===== src/rtl/timetag_consts.svh =====
`ifndef TIMETAG_CONSTS_SVH
`define TIMETAG_CONSTS_SVH

// datapath widths
`define TS_W            20
`define CH_N            4
`define TAG_FIFO_DEPTH  8

`define PULSE_PERIOD    16   // clock cycles
`define PULSE_WIDTH     4

// command opcodes, upper nibble of a command byte
`define OP_START        4'h1
`define OP_STOP         4'h2
`define OP_DET_MASK     4'h3
`define OP_PULSE_ON     4'h4
`define OP_PULSE_OFF    4'h5

`define EP_OUT          2'd0
`define EP_IN           2'd2

`endif


===== src/rtl/timetag_pkg.sv =====
`include "timetag_consts.svh"

package timetag_pkg;

	typedef logic [7:0]        byte_t;       // one FX2 bus byte
	typedef logic [`CH_N-1:0]  chan_mask_t;  // one bit per channel
	typedef logic [`TS_W-1:0]  tstamp_t;

	// 24 bit tag record, sent msb byte first
	typedef struct packed {
		chan_mask_t chans;
		tstamp_t    ts;
	} tag_rec_t;

	typedef struct packed {
		logic       capture_on;
		chan_mask_t det_mask;
		chan_mask_t pulse_mask;
	} tt_ctrl_t;

	typedef enum logic [2:0] {
		idle,
		rd_oe,
		rd_strobe,
		wr_strobe,
		pktend
	} fx2_state_e;

endpackage


===== src/rtl/cmd_decoder.sv =====
`timescale 1ns/10ps
`include "timetag_consts.svh"

module cmd_decoder import timetag_pkg::*; (
	input  logic     fx2_clk,
	input  logic     rst_n,
	input  byte_t    cmd,
	input  logic     cmd_wr,
	output tt_ctrl_t ctrl,
	output logic     flush,
	output logic     clr_ts
);

	logic [3:0] op;
	chan_mask_t arg;

	assign op  = cmd[7:4];
	assign arg = cmd[3:0];

	always_ff @(posedge fx2_clk or negedge rst_n) begin
		if (!rst_n) begin
			ctrl   <= '0;
			flush  <= 1'b0;
			clr_ts <= 1'b0;
		end else begin
			flush  <= 1'b0;
			clr_ts <= 1'b0;
			if (cmd_wr) begin
				unique case (op)
					`OP_START: begin
						ctrl.capture_on <= 1'b1;
						clr_ts          <= 1'b1;   // timestamps restart at zero
					end
					`OP_STOP: begin
						ctrl.capture_on <= 1'b0;
						flush           <= ctrl.capture_on;
					end
					`OP_DET_MASK:  ctrl.det_mask   <= arg;
					`OP_PULSE_ON:  ctrl.pulse_mask <= ctrl.pulse_mask | arg;
					`OP_PULSE_OFF: ctrl.pulse_mask <= ctrl.pulse_mask & ~arg;
					default: ;   // unknown opcode
				endcase
			end
		end
	end

endmodule


===== src/rtl/pulse_seq.sv =====
`timescale 1ns/10ps
`include "timetag_consts.svh"

module pulse_seq import timetag_pkg::*; (
	input  logic       fx2_clk,
	input  logic       rst_n,
	input  chan_mask_t pulse_mask,
	output chan_mask_t laser_en
);

	localparam int PW = $clog2(`PULSE_PERIOD);

	logic [PW-1:0] period_cnt;
	logic          phase_on;

	// free running, so every channel shares one phase
	always_ff @(posedge fx2_clk or negedge rst_n) begin
		if (!rst_n)
			period_cnt <= '0;
		else if (period_cnt == PW'(`PULSE_PERIOD - 1))
			period_cnt <= '0;
		else
			period_cnt <= period_cnt + 1'b1;
	end

	assign phase_on = (period_cnt < PW'(`PULSE_WIDTH));

	always_ff @(posedge fx2_clk or negedge rst_n) begin
		if (!rst_n)
			laser_en <= '0;
		else
			laser_en <= phase_on ? pulse_mask : '0;
	end

endmodule


===== src/rtl/tag_capture.sv =====
`timescale 1ns/10ps
`include "timetag_consts.svh"

module tag_capture import timetag_pkg::*; (
	input  logic       fx2_clk,
	input  logic       rst_n,
	input  chan_mask_t detectors,
	input  logic       capture_on,
	input  chan_mask_t det_mask,
	input  logic       clr_ts,
	output tag_rec_t   rec,
	output logic       rec_wr
);

	chan_mask_t sync1;
	chan_mask_t sync2;
	chan_mask_t prev;
	chan_mask_t rise;
	tstamp_t    ts_cnt;

	// ####################################################################
	// synchroniser and edge detect
	// ####################################################################
	always_ff @(posedge fx2_clk or negedge rst_n) begin
		if (!rst_n) begin
			sync1 <= '0;
			sync2 <= '0;
			prev  <= '0;
		end else begin
			sync1 <= detectors;
			sync2 <= sync1;
			prev  <= sync2;
		end
	end

	assign rise = sync2 & ~prev & det_mask;

	// timestamp counter
	always_ff @(posedge fx2_clk or negedge rst_n) begin
		if (!rst_n)
			ts_cnt <= '0;
		else if (clr_ts)
			ts_cnt <= '0;
		else if (capture_on)
			ts_cnt <= ts_cnt + 1'b1;
	end

	always_ff @(posedge fx2_clk or negedge rst_n) begin
		if (!rst_n)
			rec_wr <= 1'b0;
		else
			rec_wr <= capture_on && (rise != '0);
	end

	// all channels that rose in this cycle share one record
	always_ff @(posedge fx2_clk) begin
		rec.chans <= rise;
		rec.ts    <= ts_cnt;
	end

endmodule


===== src/rtl/tag_fifo.sv =====
`timescale 1ns/10ps
`include "timetag_consts.svh"

module tag_fifo import timetag_pkg::*; (
	input  logic     fx2_clk,
	input  logic     rst_n,
	input  tag_rec_t rec,
	input  logic     rec_wr,
	input  logic     sample_ack,
	output byte_t    sample,
	output logic     sample_rdy
);

	localparam int AW = $clog2(`TAG_FIFO_DEPTH);

	tag_rec_t      mem [`TAG_FIFO_DEPTH];
	logic [AW-1:0] wr_ptr;
	logic [AW-1:0] rd_ptr;
	logic [AW:0]   count;
	logic [1:0]    byte_idx;   // 0..2 within the head record
	logic          push;
	logic          pop;
	tag_rec_t      head;

	assign push = rec_wr && (count != (AW+1)'(`TAG_FIFO_DEPTH)); // dropped when full
	assign pop  = sample_ack && (byte_idx == 2'd2);

	always_ff @(posedge fx2_clk or negedge rst_n) begin
		if (!rst_n) begin
			wr_ptr   <= '0;
			rd_ptr   <= '0;
			count    <= '0;
			byte_idx <= '0;
		end else begin
			if (push)
				wr_ptr <= wr_ptr + 1'b1;
			if (pop)
				rd_ptr <= rd_ptr + 1'b1;
			if (push && !pop)
				count <= count + 1'b1;
			else if (pop && !push)
				count <= count - 1'b1;
			if (sample_ack)
				byte_idx <= pop ? 2'd0 : byte_idx + 1'b1;
		end
	end

	always_ff @(posedge fx2_clk) begin
		if (push)
			mem[wr_ptr] <= rec;
	end

	assign head       = mem[rd_ptr];
	assign sample_rdy = (count != '0);

	always_comb begin
		unique case (byte_idx)
			2'd0:    sample = {head.chans, head.ts[19:16]};
			2'd1:    sample = head.ts[15:8];
			default: sample = head.ts[7:0];
		endcase
	end

endmodule


===== src/rtl/timetag.sv =====
`timescale 1ns/10ps
`include "timetag_consts.svh"

module timetag import timetag_pkg::*; (
	input  logic       fx2_clk,
	input  logic       rst_n,
	input  byte_t      cmd,
	input  logic       cmd_wr,
	input  chan_mask_t detectors,
	input  logic       sample_ack,
	output chan_mask_t laser_en,
	output byte_t      sample,
	output logic       sample_rdy,
	output tt_ctrl_t   ctrl,
	output logic       flush
);

	logic     clr_ts;
	tag_rec_t rec;
	logic     rec_wr;

	cmd_decoder decoder (.fx2_clk, .rst_n, .cmd, .cmd_wr, .ctrl, .flush, .clr_ts);

	tag_capture capture (.fx2_clk, .rst_n, .detectors, .capture_on(ctrl.capture_on),
		.det_mask(ctrl.det_mask), .clr_ts, .rec, .rec_wr);

	tag_fifo rec_fifo (.fx2_clk, .rst_n, .rec, .rec_wr, .sample_ack, .sample, .sample_rdy);

	pulse_seq pulses (.fx2_clk, .rst_n, .pulse_mask(ctrl.pulse_mask), .laser_en);

endmodule


===== config.mk =====
export PLATFORM = sky130hd
export DESIGN_NAME = timetag
export DESIGN_NICKNAME = d
export VERILOG_FILES = /design/src/rtl/timetag_pkg.sv /design/src/rtl/cmd_decoder.sv /design/src/rtl/pulse_seq.sv /design/src/rtl/tag_capture.sv /design/src/rtl/tag_fifo.sv /design/src/rtl/timetag.sv
export VERILOG_INCLUDE_DIRS = /design/src /design/src/rtl
export SDC_FILE = /design/constraint.sdc
export NUM_CORES = 1
export LEC_CHECK = 0
export ABC_CLOCK_PERIOD_IN_PS = 6770
export BUFFER_PORTS_ARGS = -buffer_cell sky130_fd_sc_hd__buf_2
export CORE_ASPECT_RATIO = 0.75
export CORE_MARGIN = 1.5
export CORE_UTILIZATION = 30
export DETAILED_ROUTE_END_ITERATION = 8
export PLACE_DENSITY = 0.5
export SYNTH_ARGS = -nofsm -noshare
export SYNTH_HDL_FRONTEND = slang
export SYNTH_SLANG_ARGS = --single-unit
export TNS_END_PERCENT = 20

===== constraint.sdc =====
create_clock -name fx2_clk -period 6.77 [get_ports fx2_clk]
set_input_delay 1.0155 -clock fx2_clk [delete_from_list [all_inputs] [get_ports fx2_clk]]
set_output_delay 1.0155 -clock fx2_clk [all_outputs]
set_load 0.02 [all_outputs]

### Word level (Yosys, flattened, before mapping)

Memory sizes are Yosys's and may differ from the RTL's.
Cells that the tools add are included.

| operators by class | value |
|---|---|
| bitwise logic cells | 6 |
| reduce and logical (&&, ||, !) cells | 17 |
| $add $sub $neg | 7 |
| equality and inequality tests | 9 |
| $lt $le $gt $ge | 1 |
| multiplexer cells | 16 |

Operator list:

| operator | number |
|---|---|
| 20-bit two-way mux | 2 |
| 20-bit by 1-bit adder with 20-bit output (second input constant) | 1 |
| 4-bit two-way mux | 4 |
| 8-bit case mux with 2 select lines | 1 |
| 4-bit bitwise AND | 3 |
| 4-bit by 1-bit adder with 4-bit output (second input constant) | 2 |
| 4-bit by 2-bit equality test with 1-bit output (second input constant) | 2 |
| 4-bit by 3-bit equality test with 1-bit output (second input constant) | 2 |
| 4-bit inverter | 2 |
| 4-bit case mux with 2 select lines | 1 |
| 2-bit nonzero test | 4 |
| 4-bit nonzero test | 2 |
| 3-bit by 1-bit adder with 3-bit output (second input constant) | 2 |
| 1-bit two-way mux | 6 |
| 2-bit AND reduction | 3 |
| 1-bit logical AND | 5 |
| 4-bit by 1-bit equality test with 1-bit output (second input constant) | 1 |
| 4-bit equality test (second input constant) | 1 |
| 4-bit by 3-bit less-than comparator with 1-bit output (second input constant) | 1 |
| 4-bit inequality test (second input constant) | 1 |
| 4-bit bitwise OR | 1 |
| 4-bit by 1-bit subtractor with 4-bit output (second input constant) | 1 |
| 2-bit by 1-bit adder with 2-bit output (second input constant) | 1 |
| 2-bit by 1-bit equality test with 1-bit output (second input constant) | 1 |
| other kinds (5) | 6 |

| storage, ports and cells | value |
|---|---|
| memories kept | 1 |
| bits of input ports | 16 |
| logic and storage cells | 75 |
| output and inout port bits | 23 |
| memory bits (writable) | 192 |
| register bits | 88 |

Memories:

| name | words | width | rd ports | clocked after memory_dff | write ports | line | text |
|---|---|---|---|---|---|---|---|
| rec_fifo.mem | 8 | 24 | 1 | 0 | 1 | tag_fifo.sv:16 | `` tag_rec_t mem [`TAG_FIFO_DEPTH]; `` |

### Longest topological paths before layout

Gate-level depths: netlist (run 1).

| depth | value |
|---|---|
| depth after elaboration | 6 |
| mapped depth | 9 |
| mapped depth without buffers | 9 |

### Cells and area by module

A second synthesis (run 1) with hierarchy kept.

| unflattened totals | value |
|---|---|
| cell total of the unflattened synthesis | 618 |
| area total of the unflattened synthesis | 10,639.0 µm² |

Modules (own cells, without submodules):

| module | area an instance (µm²) | cells each | sequential area each (µm²) | instances |
|---|---|---|---|---|
| tag_fifo | 8,026.4 | 415 | 6,065.8 | 1 |
| tag_capture | 1,840.5 | 148 | 1,306.3 | 1 |
| cmd_decoder | 479.2 | 34 | 275.3 | 1 |
| pulse_seq | 292.8 | 21 | 200.2 | 1 |

### Least setup slack after synthesis (run 1)

Ideal clock, no wire load.

| timing | value |
|---|---|
| path kind | reg2reg |
| start point | register rec_fifo.count[0] |
| end point | memory rec_fifo.mem[1][0] (netlist name), enable pin |
| arrival | 2.682 ns |
| library setup time | 0.435 ns |
| stages on the path, launching flop included | 5 |
| path slack | 3.653 ns |
| buffers on the path | 0 |
| clock period less this slack | 3.117 ns |
| required time | 6.335 ns |
| path through | dfrtp_1 > nor3_1 > a21boi_1 > nand2_1 > nor3_1 |

| on the way | value |
|---|---|
| cells in the longest elaborated chain, start to end | 4 |

RTL lines:

| what | line | text |
|---|---|---|
| from (decl) | tag_fifo.sv:19 | `logic [AW:0] count;` |
| from (signal assigned) | tag_fifo.sv:40 | `count <= count + 1'b1;` |
| from (signal assigned) | tag_fifo.sv:42 | `count <= count - 1'b1;` |
| 4-bit inequality test | tag_fifo.sv:25 | `` assign push = rec_wr && (count != (AW+1)'(`TAG_FIFO_DEPTH)); `` |
| 1-bit logical AND | tag_fifo.sv:25 |  |
| via rec_fifo.push | tag_fifo.sv:21 | `logic push;` |
| 1-bit two-way mux | tag_fifo.sv:49 | `if (push)` |
| 1-bit two-way mux (not written as such) | tag_fifo.sv:50 | `mem[wr_ptr] <= rec;` |
| to (decl) | tag_fifo.sv:16 |  |

The timed path passes the listed nets, and every way through them passes these cells.

### Worst setup path in the final report (run 1)

| timing | value |
|---|---|
| start point | register rec_fifo.rd_ptr[0] |
| end point | output port sample[5] |

| on the way | value |
|---|---|
| cells in the longest elaborated chain, start to end | 2 |

RTL lines:

| what | line | text |
|---|---|---|
| from (decl) | tag_fifo.sv:18 | `logic [AW-1:0] rd_ptr;` |
| from (signal assigned) | tag_fifo.sv:38 | `rd_ptr <= rd_ptr + 1'b1;` |
| memory 8 x 24 bit | -- |  |
| 8-bit case mux with 2 select lines | tag_fifo.sv:57 | `unique case (byte_idx)` |
| to (decl) | timetag.sv:12 | `output byte_t sample,` |

No other way between the ends.

==> metrics.md, run 1 <==
| Metric | Value |
|---|---|
| Crit-path max FO | `26` |
| CTS Buf Count | `27` |
| DR WL met3 | `1380 um` |
| Antenna cell count | `0` |
| # Max-Cap Violations | `0` |
| Initial antenna violation count | `0` |
| Worst Skew | `0.0165 ns` |
| Count leader, synth | `edfxtp_1` |
| Share of layout cells above drive strength 1 | `21.0%` |
| DR pass1 iterations | `5` |
| Ranking of synthesized cells by area | `edfxtp_1, dfrtp_1, mux4_1, dfxtp_1, mux4_2` |
| CP Launch Type | `flop` |
| Post-CTS resize count | `0` |
| Leak pwr | `4.45 nW` |
| Via-per-instance ratio | `4.74` |
| Core Area | `0.0348 mm2` |
| Syn_nets | `605` |
| Max clock buf depth | `3` |
| Unique cell type count in the Yosys netlist | `51` |
| Syn-to-layout area delta | `15.4%` |
| Die span in x | `220 um` |
| DRC | `0` |
| Post-synthesis cell area | `0.0106 mm2` |
| Final Max Tran Viols | `0` |
| Nets | `656` |
| Row cnt | `59` |
| Post-synthesis sequential area ratio | `73.8%` |
| Tot Pwr | `5.05 mW` |
| CTS sink count | `280` |
| Ports | `39` |
| Setup violators final | `0` |
| Most frequent cells after synthesis | `edfxtp_1, dfrtp_1, nor2_1` |
| Wirelength per Cell | `19.8 um` |
| H-tree levels | `1` |
| Peak supply drop | `0.000264 V` |
| Outcome | `finished, final reports clean` |
| Final period utilization | `63.3%` |
| IO Port Bufs | `38` |
| CTS Hold Bufs | `0` |
| Final GP Congestion | `0.751` |
| Wirelength, routed | `22,000 um` |
| Worst-margin pin slew | `0.970 ns` |
| Worst Path Required | `5.75 ns` |
| Critical setup path kind | `reg -> out` |
| DRT iter0 DRCs | `337` |
| First-pass GRT wire length | `34,000 um` |
| Clock latency on the worst-skew pair | `0.55 ns` |
| Synth Flop Type | `edfxtp_1` |
| Async SR Flop Fraction | `22.9%` |
| Post-synth EDFFs | `192` |
| CP Capture Type | `output port` |
| Post-DP HPWL | `13,300 um` |
| Slew HR | `35.2%` |
| Setup repair bufs after CTS | `0` |
| Tmin final | `4.29 ns` |
| Overflow after GRT | `0` |
| Root buffer cell | `clkbuf_16` |
| Routed Antenna Nets | `0` |
| Clk slew on worst S/H paths | `0.06 ns` |
| Pwr dens | `412 mW/mm2` |
| M1 wire length | `10,500 um` |
| Largest net degree at the start of global routing | `65` |
| Ys Warns | `0` |
| Leading area contributor after synthesis | `edfxtp_1` |
| CTS tree | `built` |
| Die Y | `166 um` |
| Mapped Cells | `581` |
| Hold Vio Cnt, Final | `0` |
| HP Class | `reg -> reg` |
| Met2 wire length | `9620 um` |
| Initial Utilization | `30.6%` |
| CP arrival | `3.27 ns` |
| Setup TNS Final | `0 ns` |
| Vias in the first global route | `5,543` |
| Max layer used | `met4` |
| Syn Area/Cell | `18.3 um2` |
| Die ar. | `0.0366 mm2` |
| Fmax | `233 MHz` |
| Unrepaired setup endpoints after global routing | `false` |
| Seq cells post-synth | `280` |
| Via count | `5,264` |
| Tot GR Track Use | `12.4%` |
| Top-area cell type share of the netlist area | `54.3%` |
[worst paths after layout]
check	start	end	slack [ns]	cells after the start
hold / removal	capture.sync1[1]	capture.sync2[1]	0.35	0
setup / recovery	rec_fifo.rd_ptr[0]	sample[5]	2.48	6
hold reg to reg	capture.sync1[1]	capture.sync2[1]	0.35	0
min in group asynchronous	rst_n	capture.ts_cnt[3]	0.67	2
max in group asynchronous	rst_n	rec_fifo.rd_ptr[1]	5.51	2
setup reg to reg	rec_fifo.byte_idx[1]	rec_fifo.count[3]	3.64	8
[through the flow]
stage / utilization [%] / area [um2] / instances / hold slack [ns] / setup slack [ns]
5_1_grt: 35.3 / 12300 / 1110 / 0.361 / 2.24
4_1_cts: 35.3 / 12300 / 1110 / 0.349 / 2.38
6_report: 35.3 / 12300 / 1110 / 0.347 / 2.48
3_3_place_gp: 32.7 / 11400 / 1060 / 0.338 / 3.01
2_1_floorplan: - / 10600 / 581 / 0.331 / 3.65
3_5_place_dp: 32.7 / 11400 / 1060 / 0.335 / 2.98
[cells by family after synthesis]
logic type	count (synthesis)	synth area share, %
DFF	280	73.8
muxes	63	12.1
xor gates and xnor gates	22	1.81
buffers and inverters	32	1.73
adders and majority gates	8	1.01
AOI/OAI and AO/OA	67	4.44
and+or+nand+nor	109	5.11
[per-layer routing]
layer	up-vias	GRT usage (%)
li1	2403	-
met1	2698	18.3
met2	127	18.8
met3	36	2.42
met4	0	2.81
met5	-	0
[layout by cell type, fill, tap and decap left out, types with 7 or more instances in the layout]
master	Yosys	final
a21oi_1	17	17
a22oi_1	7	7
buf_2	6	38
buf_4	5	8
clkbuf_16	0	27
clkinv_2	0	7
dfrtp_1	64	62
dfxtp_1	24	24
edfxtp_1	192	192
ha_1	7	7
inv_1	8	8
mux2_2	11	11
mux2i_1	8	8
mux4_1	23	23
mux4_2	21	21
nand2_1	24	24
nand4_1	12	12
nor2_1	32	26
o21ai_0	14	14
xnor2_1	11	11
xor2_1	11	11
[flip-flops by register name, summed over array words and instances, names as in the netlist, named ones only]
signal,flops
capture.prev,4
capture.rec,24
capture.rec_wr,1
capture.sync1,4
capture.sync2,4
capture.ts_cnt,20
decoder.clr_ts,1
decoder.ctrl,5
decoder.flush,1
pulses.laser_en,4
pulses.period_cnt,4
rec_fifo.byte_idx,2
rec_fifo.count,4
rec_fifo.mem,192
rec_fifo.rd_ptr,3
rec_fifo.wr_ptr,3
[worst max-delay path, cell delays in order, from the launching register on]
cell and delay, ns:
dfrtp_2 0.84, buf_4 0.54, mux4_1 0.63, a22o_1 0.20, a211oi_2 0.19, a21oi_1 0.11
buf_2 0.20
[final cells by class]
class	instances	area, um2
timing repair buffer	46	250
fill	3244	22500
multi-input combinational	269	2650
clock inverter	15	165
tap	457	572
inverter	8	30.0
clock buffer	35	746
sequential	280	7850
[where the power goes]
part | internal (mW) | switching [mW] | total (mW)
Clock | 0.895 | 0.638 | 1.53
Combinational | 0.522 | 0.640 | 1.16
Sequential | 2.09 | 0.267 | 2.36
No activity file was read; power rests on OpenSTA's default activity.
==> run 2, diff against run 1 <==
Settings changed: ABC_AREA set to 1, ABC_CLOCK_PERIOD_IN_PS 6770 to 3600, PLACE_DENSITY 0.5 to 0.51.
Clock period 6.77 ns to 3.6 ns, I/O delays scaled along.
==> run 2 against run 1 <==
Sequential power is 74% higher. Die area rose by 5.2%. Total power increased by 99%. Count of clock-buffer cells in the layout increased by 4. Non-clock buffer count is 8 higher. First-iteration DRC count increased by 98%. Combinational power increased by 120%. Critical path depth rose by 3. Via count up 36%. Cell count increased by 44%. Global-route usage rose by 1.7 points. Worst hold slack worse by 0.26 ns.
==> metrics.md, run 2 <==
| Metric | Value |
|---|---|
| Peak supply drop | `0.000347 V (was 0.000264 V)` |
| Leading area contributor after synthesis | `edfxtp_1 (unchanged)` |
| Tot Pwr | `10.0 mW (was 5.05 mW)` |
| Worst-margin pin slew | `0.934 ns (was 0.970 ns)` |
| Die span in x | `226 um (was 220 um)` |
| Leak pwr | `5.35 nW (was 4.45 nW)` |
| Unique cell type count in the Yosys netlist | `38 (was 51)` |
| Routed Antenna Nets | `0 (unchanged)` |
| Die Y | `170 um (was 166 um)` |
| Outcome | `finished, final reports clean (unchanged)` |
| Post-Layout Cell Count | `1,596 (was 1,110)` |
| Most frequent cells after synthesis | `nand2_1, edfxtp_1, nor2_1 (was edfxtp_1, dfrtp_1, nor2_1)` |
| Reg with most FFs | `rec_fifo.mem (unchanged)` |
| Worst hold start | `detectors[0] (was capture.sync1[1])` |
| Setup TNS Final | `0 ns (unchanged)` |
| CTS Hold Bufs | `0 (unchanged)` |
| DRC | `0 (unchanged)` |
| CP Launch Type | `flop (unchanged)` |
| Crit path from | `rec_fifo.rd_ptr[0] (unchanged)` |
| Critical setup path kind | `reg -> out (unchanged)` |
| DRT iter0 DRCs | `668 (was 337)` |
| Post-CTS resize count | `0 (unchanged)` |
| First-pass GRT wire length | `41,400 um (was 34,000 um)` |
| Ports | `39 (unchanged)` |
| Final period utilization | `82.4%` |
| Post-synthesis sequential area ratio | `70.1% (was 73.8%)` |
| H-tree levels | `1 (unchanged)` |
| Ys Warns | `0 (unchanged)` |
| Largest net degree at the start of global routing | `98 (was 65)` |
| Clock power share | `33.9% (was 30.3%)` |
| Biggest regs | `rec_fifo.mem: 192 flops, capture.rec: 24 flops, capture.ts_cnt: 20 flops (unchanged)` |
| Comb pwr share | `25.3% (was 23.0%)` |
| Sw frac | `33.0% (was 30.6%)` |
| Syn Area/Cell | `11.0 um2 (was 18.3 um2)` |
| Post-synth EDFFs | `192 (unchanged)` |
| Setup violators final | `0 (unchanged)` |
| Root buffer cell | `clkbuf_16 (unchanged)` |
| Initial Utilization | `30.3% (was 30.6%)` |
| Unrepaired setup endpoints after global routing | `false (unchanged)` |
| Tmin final | `2.97 ns` |
| Commonest non-fill, non-tap cell in the layout | `nand2_1 (was edfxtp_1)` |
| Final GP Congestion | `0.768 (was 0.751)` |
| Nets | `1,092 (was 656)` |
| Seq cells post-synth | `280 (unchanged)` |
| CTS Buf Count | `30 (was 27)` |
| Die ar. | `0.0385 mm2 (was 0.0366 mm2)` |
| CP arrival | `2.43 ns (was 3.27 ns)` |
| Post-synthesis cell area | `0.0112 mm2 (was 0.0106 mm2)` |
| Top-area cell type share of the netlist area | `51.5% (was 54.3%)` |
| Hold Vio Cnt, Final | `0 (unchanged)` |
| Vias in the first global route | `6,990 (was 5,543)` |
| Initial antenna violation count | `0 (unchanged)` |
| Worst r2r path cells | `12 (was 8)` |
| Async SR Flop Fraction | `22.9% (unchanged)` |
| Max clock buf depth | `3 (unchanged)` |
| # Max-Cap Violations | `0 (unchanged)` |
| Worst Skew | `0.0171 ns (was 0.0165 ns)` |
| Synth Flop Type | `edfxtp_1 (unchanged)` |
| Clock latency on the worst-skew pair | `0.56 ns (was 0.55 ns)` |
| Internal | `6.73 mW (was 3.51 mW)` |
| CP Capture Type | `output port (unchanged)` |
| Setup repair bufs after CTS | `0 (unchanged)` |
| Switch Pwr | `3.32 mW (was 1.55 mW)` |
| Count leader, synth | `nand2_1 (was edfxtp_1)` |
| Row cnt | `61 (was 59)` |
| Core Area | `0.0369 mm2 (was 0.0348 mm2)` |
| Antenna cell count | `0 (unchanged)` |
| Via-per-instance ratio | `4.47 (was 4.74)` |
| Post-DP HPWL | `15,200 um (was 13,300 um)` |
| Sequential group share of total power | `40.8% (was 46.7%)` |
| Syn_nets | `1,045 (was 605)` |
| Fmax | `337 MHz` |
| Overflow after GRT | `0 (unchanged)` |
| CTS sink count | `280 (unchanged)` |
| Most frequent cells in the layout | `nand2_1, edfxtp_1, nor2_1 (was edfxtp_1, dfrtp_1, buf_2)` |
| Wirelength, routed | `26,100 um (was 22,000 um)` |
| Crit-path max FO | `70 (was 26)` |
| Wirelength per Cell | `16.3 um (was 19.8 um)` |
| Ranking of synthesized cells by area | `edfxtp_1, dfrtp_1, nand2_1, nand3_1, nor2_1 (was edfxtp_1, dfrtp_1, mux4_1, dfxtp_1, mux4_2)` |
| Via count | `7,138 (was 5,264)` |
| Tot GR Track Use | `14.0% (was 12.4%)` |
| Largest register FFs | `192 (unchanged)` |
| WHS Path Cells | `1 (was 0)` |
| Share of layout cells above drive strength 1 | `11.6% (was 21.0%)` |
| HP Class | `in -> reg (was reg -> reg)` |
| Mapped Cells | `1,021 (was 581)` |
| Final Max Tran Viols | `0 (unchanged)` |
| DR pass1 iterations | `5 (unchanged)` |
| FF-to-FF Start | `rec_fifo.byte_idx[1] (unchanged)` |
| Slew HR | `37.7% (was 35.2%)` |
| IO Port Bufs | `38 (unchanged)` |
| CTS tree | `built (unchanged)` |
| Pwr dens | `769 mW/mm2 (was 412 mW/mm2)` |
| Inst Count DP | `1,540 (was 1,060)` |
| Clk slew on worst S/H paths | `0.06 ns (about the same)` |
| Syn-to-layout area delta | `16.8% (was 15.4%)` |
| Worst Path Required | `3.06 ns (was 5.75 ns)` |
## run 2: per-stage QoR
| stage | hold WS [ns] | util, % | worst slack (ns) | instance area, um2 |
|---|---|---|---|---|
| floorplan | 0.244 | - | 1.24 | 11200 |
| global placement | 0.334 | 32.4 | 1.21 | 12000 |
| detailed placement | 0.336 | 32.4 | 1.17 | 12000 |
| CTS | 0.0547 | 35.4 | 0.605 | 13100 |
| global route | 0.0589 | 35.4 | 0.430 | 13100 |
| finish | 0.0907 | 35.4 | 0.634 | 13100 |
## run 2: critical path, stage by stage, from the launching register on
cell     delay, ns
dfrtp_2       0.44
inv_4         0.26
buf_12        0.32
nand2_1       0.09
nand2_1       0.08
nand2_1       0.05
nand3_1       0.12
nand3_1       0.16
nand3_1       0.14
buf_2         0.17
## run 2: power groups by stage
stage / Combinational [mW] / Clock, mW / Sequential (mW)
floorplan: 1.83 / 0 / 4.07
global placement: 2.58 / 0 / 4.17
detailed placement: 2.58 / 0 / 4.17
CTS: 2.59 / 3.49 / 4.11
global route: 2.89 / 3.62 / 4.15
finish: 2.54 / 3.40 / 4.10
## run 2: final timing paths
path	end	slack, ns
max in group asynchronous	rec_fifo.rd_ptr[1]	2.64
hold / removal	capture.sync1[0]	0.09
min in group asynchronous	capture.ts_cnt[8]	0.12
setup / recovery	sample[5]	0.63
hold reg to reg	capture.sync2[3]	0.34
setup reg to reg	rec_fifo.count[3]	1.21
## run 2: layout make-up
type                    count  area (um2)
clock buffers              39         846
clock inverters            17         259
fillers                  3656       23900
inverters                  69         262
multi-input cells         633        2880
flip-flops and latches    280        7850
well taps                 504         631
repair buffers             54         335
## run 2: cell families (layout without fill, tap and decap cells)
family | Yosys count | count (layout) | synth area share, %
and+or+nand+nor | 540 | 540 | 20.2
AOI/OAI and AO/OA | 72 | 72 | 3.28
xor gates and xnor gates | 8 | 8 | 0.626
buffers and inverters | 108 | 179 | 4.28
muxes | 5 | 5 | 0.459
DFF | 280 | 280 | 70.1
adders and majority gates | 8 | 8 | 0.962
## run 2: routing by layer
| layer | vias up | share of wire (%) | track usage [%] |
|---|---|---|---|
| met1 | 3444 | 48 | 20.0 |
| met5 | - | 0 | 0 |
| met2 | 155 | 46 | 22.3 |
| li1 | 3506 | - | - |
| met4 | 0 | 1.4 | 2.42 |
| met3 | 33 | 5.1 | 2.76 |
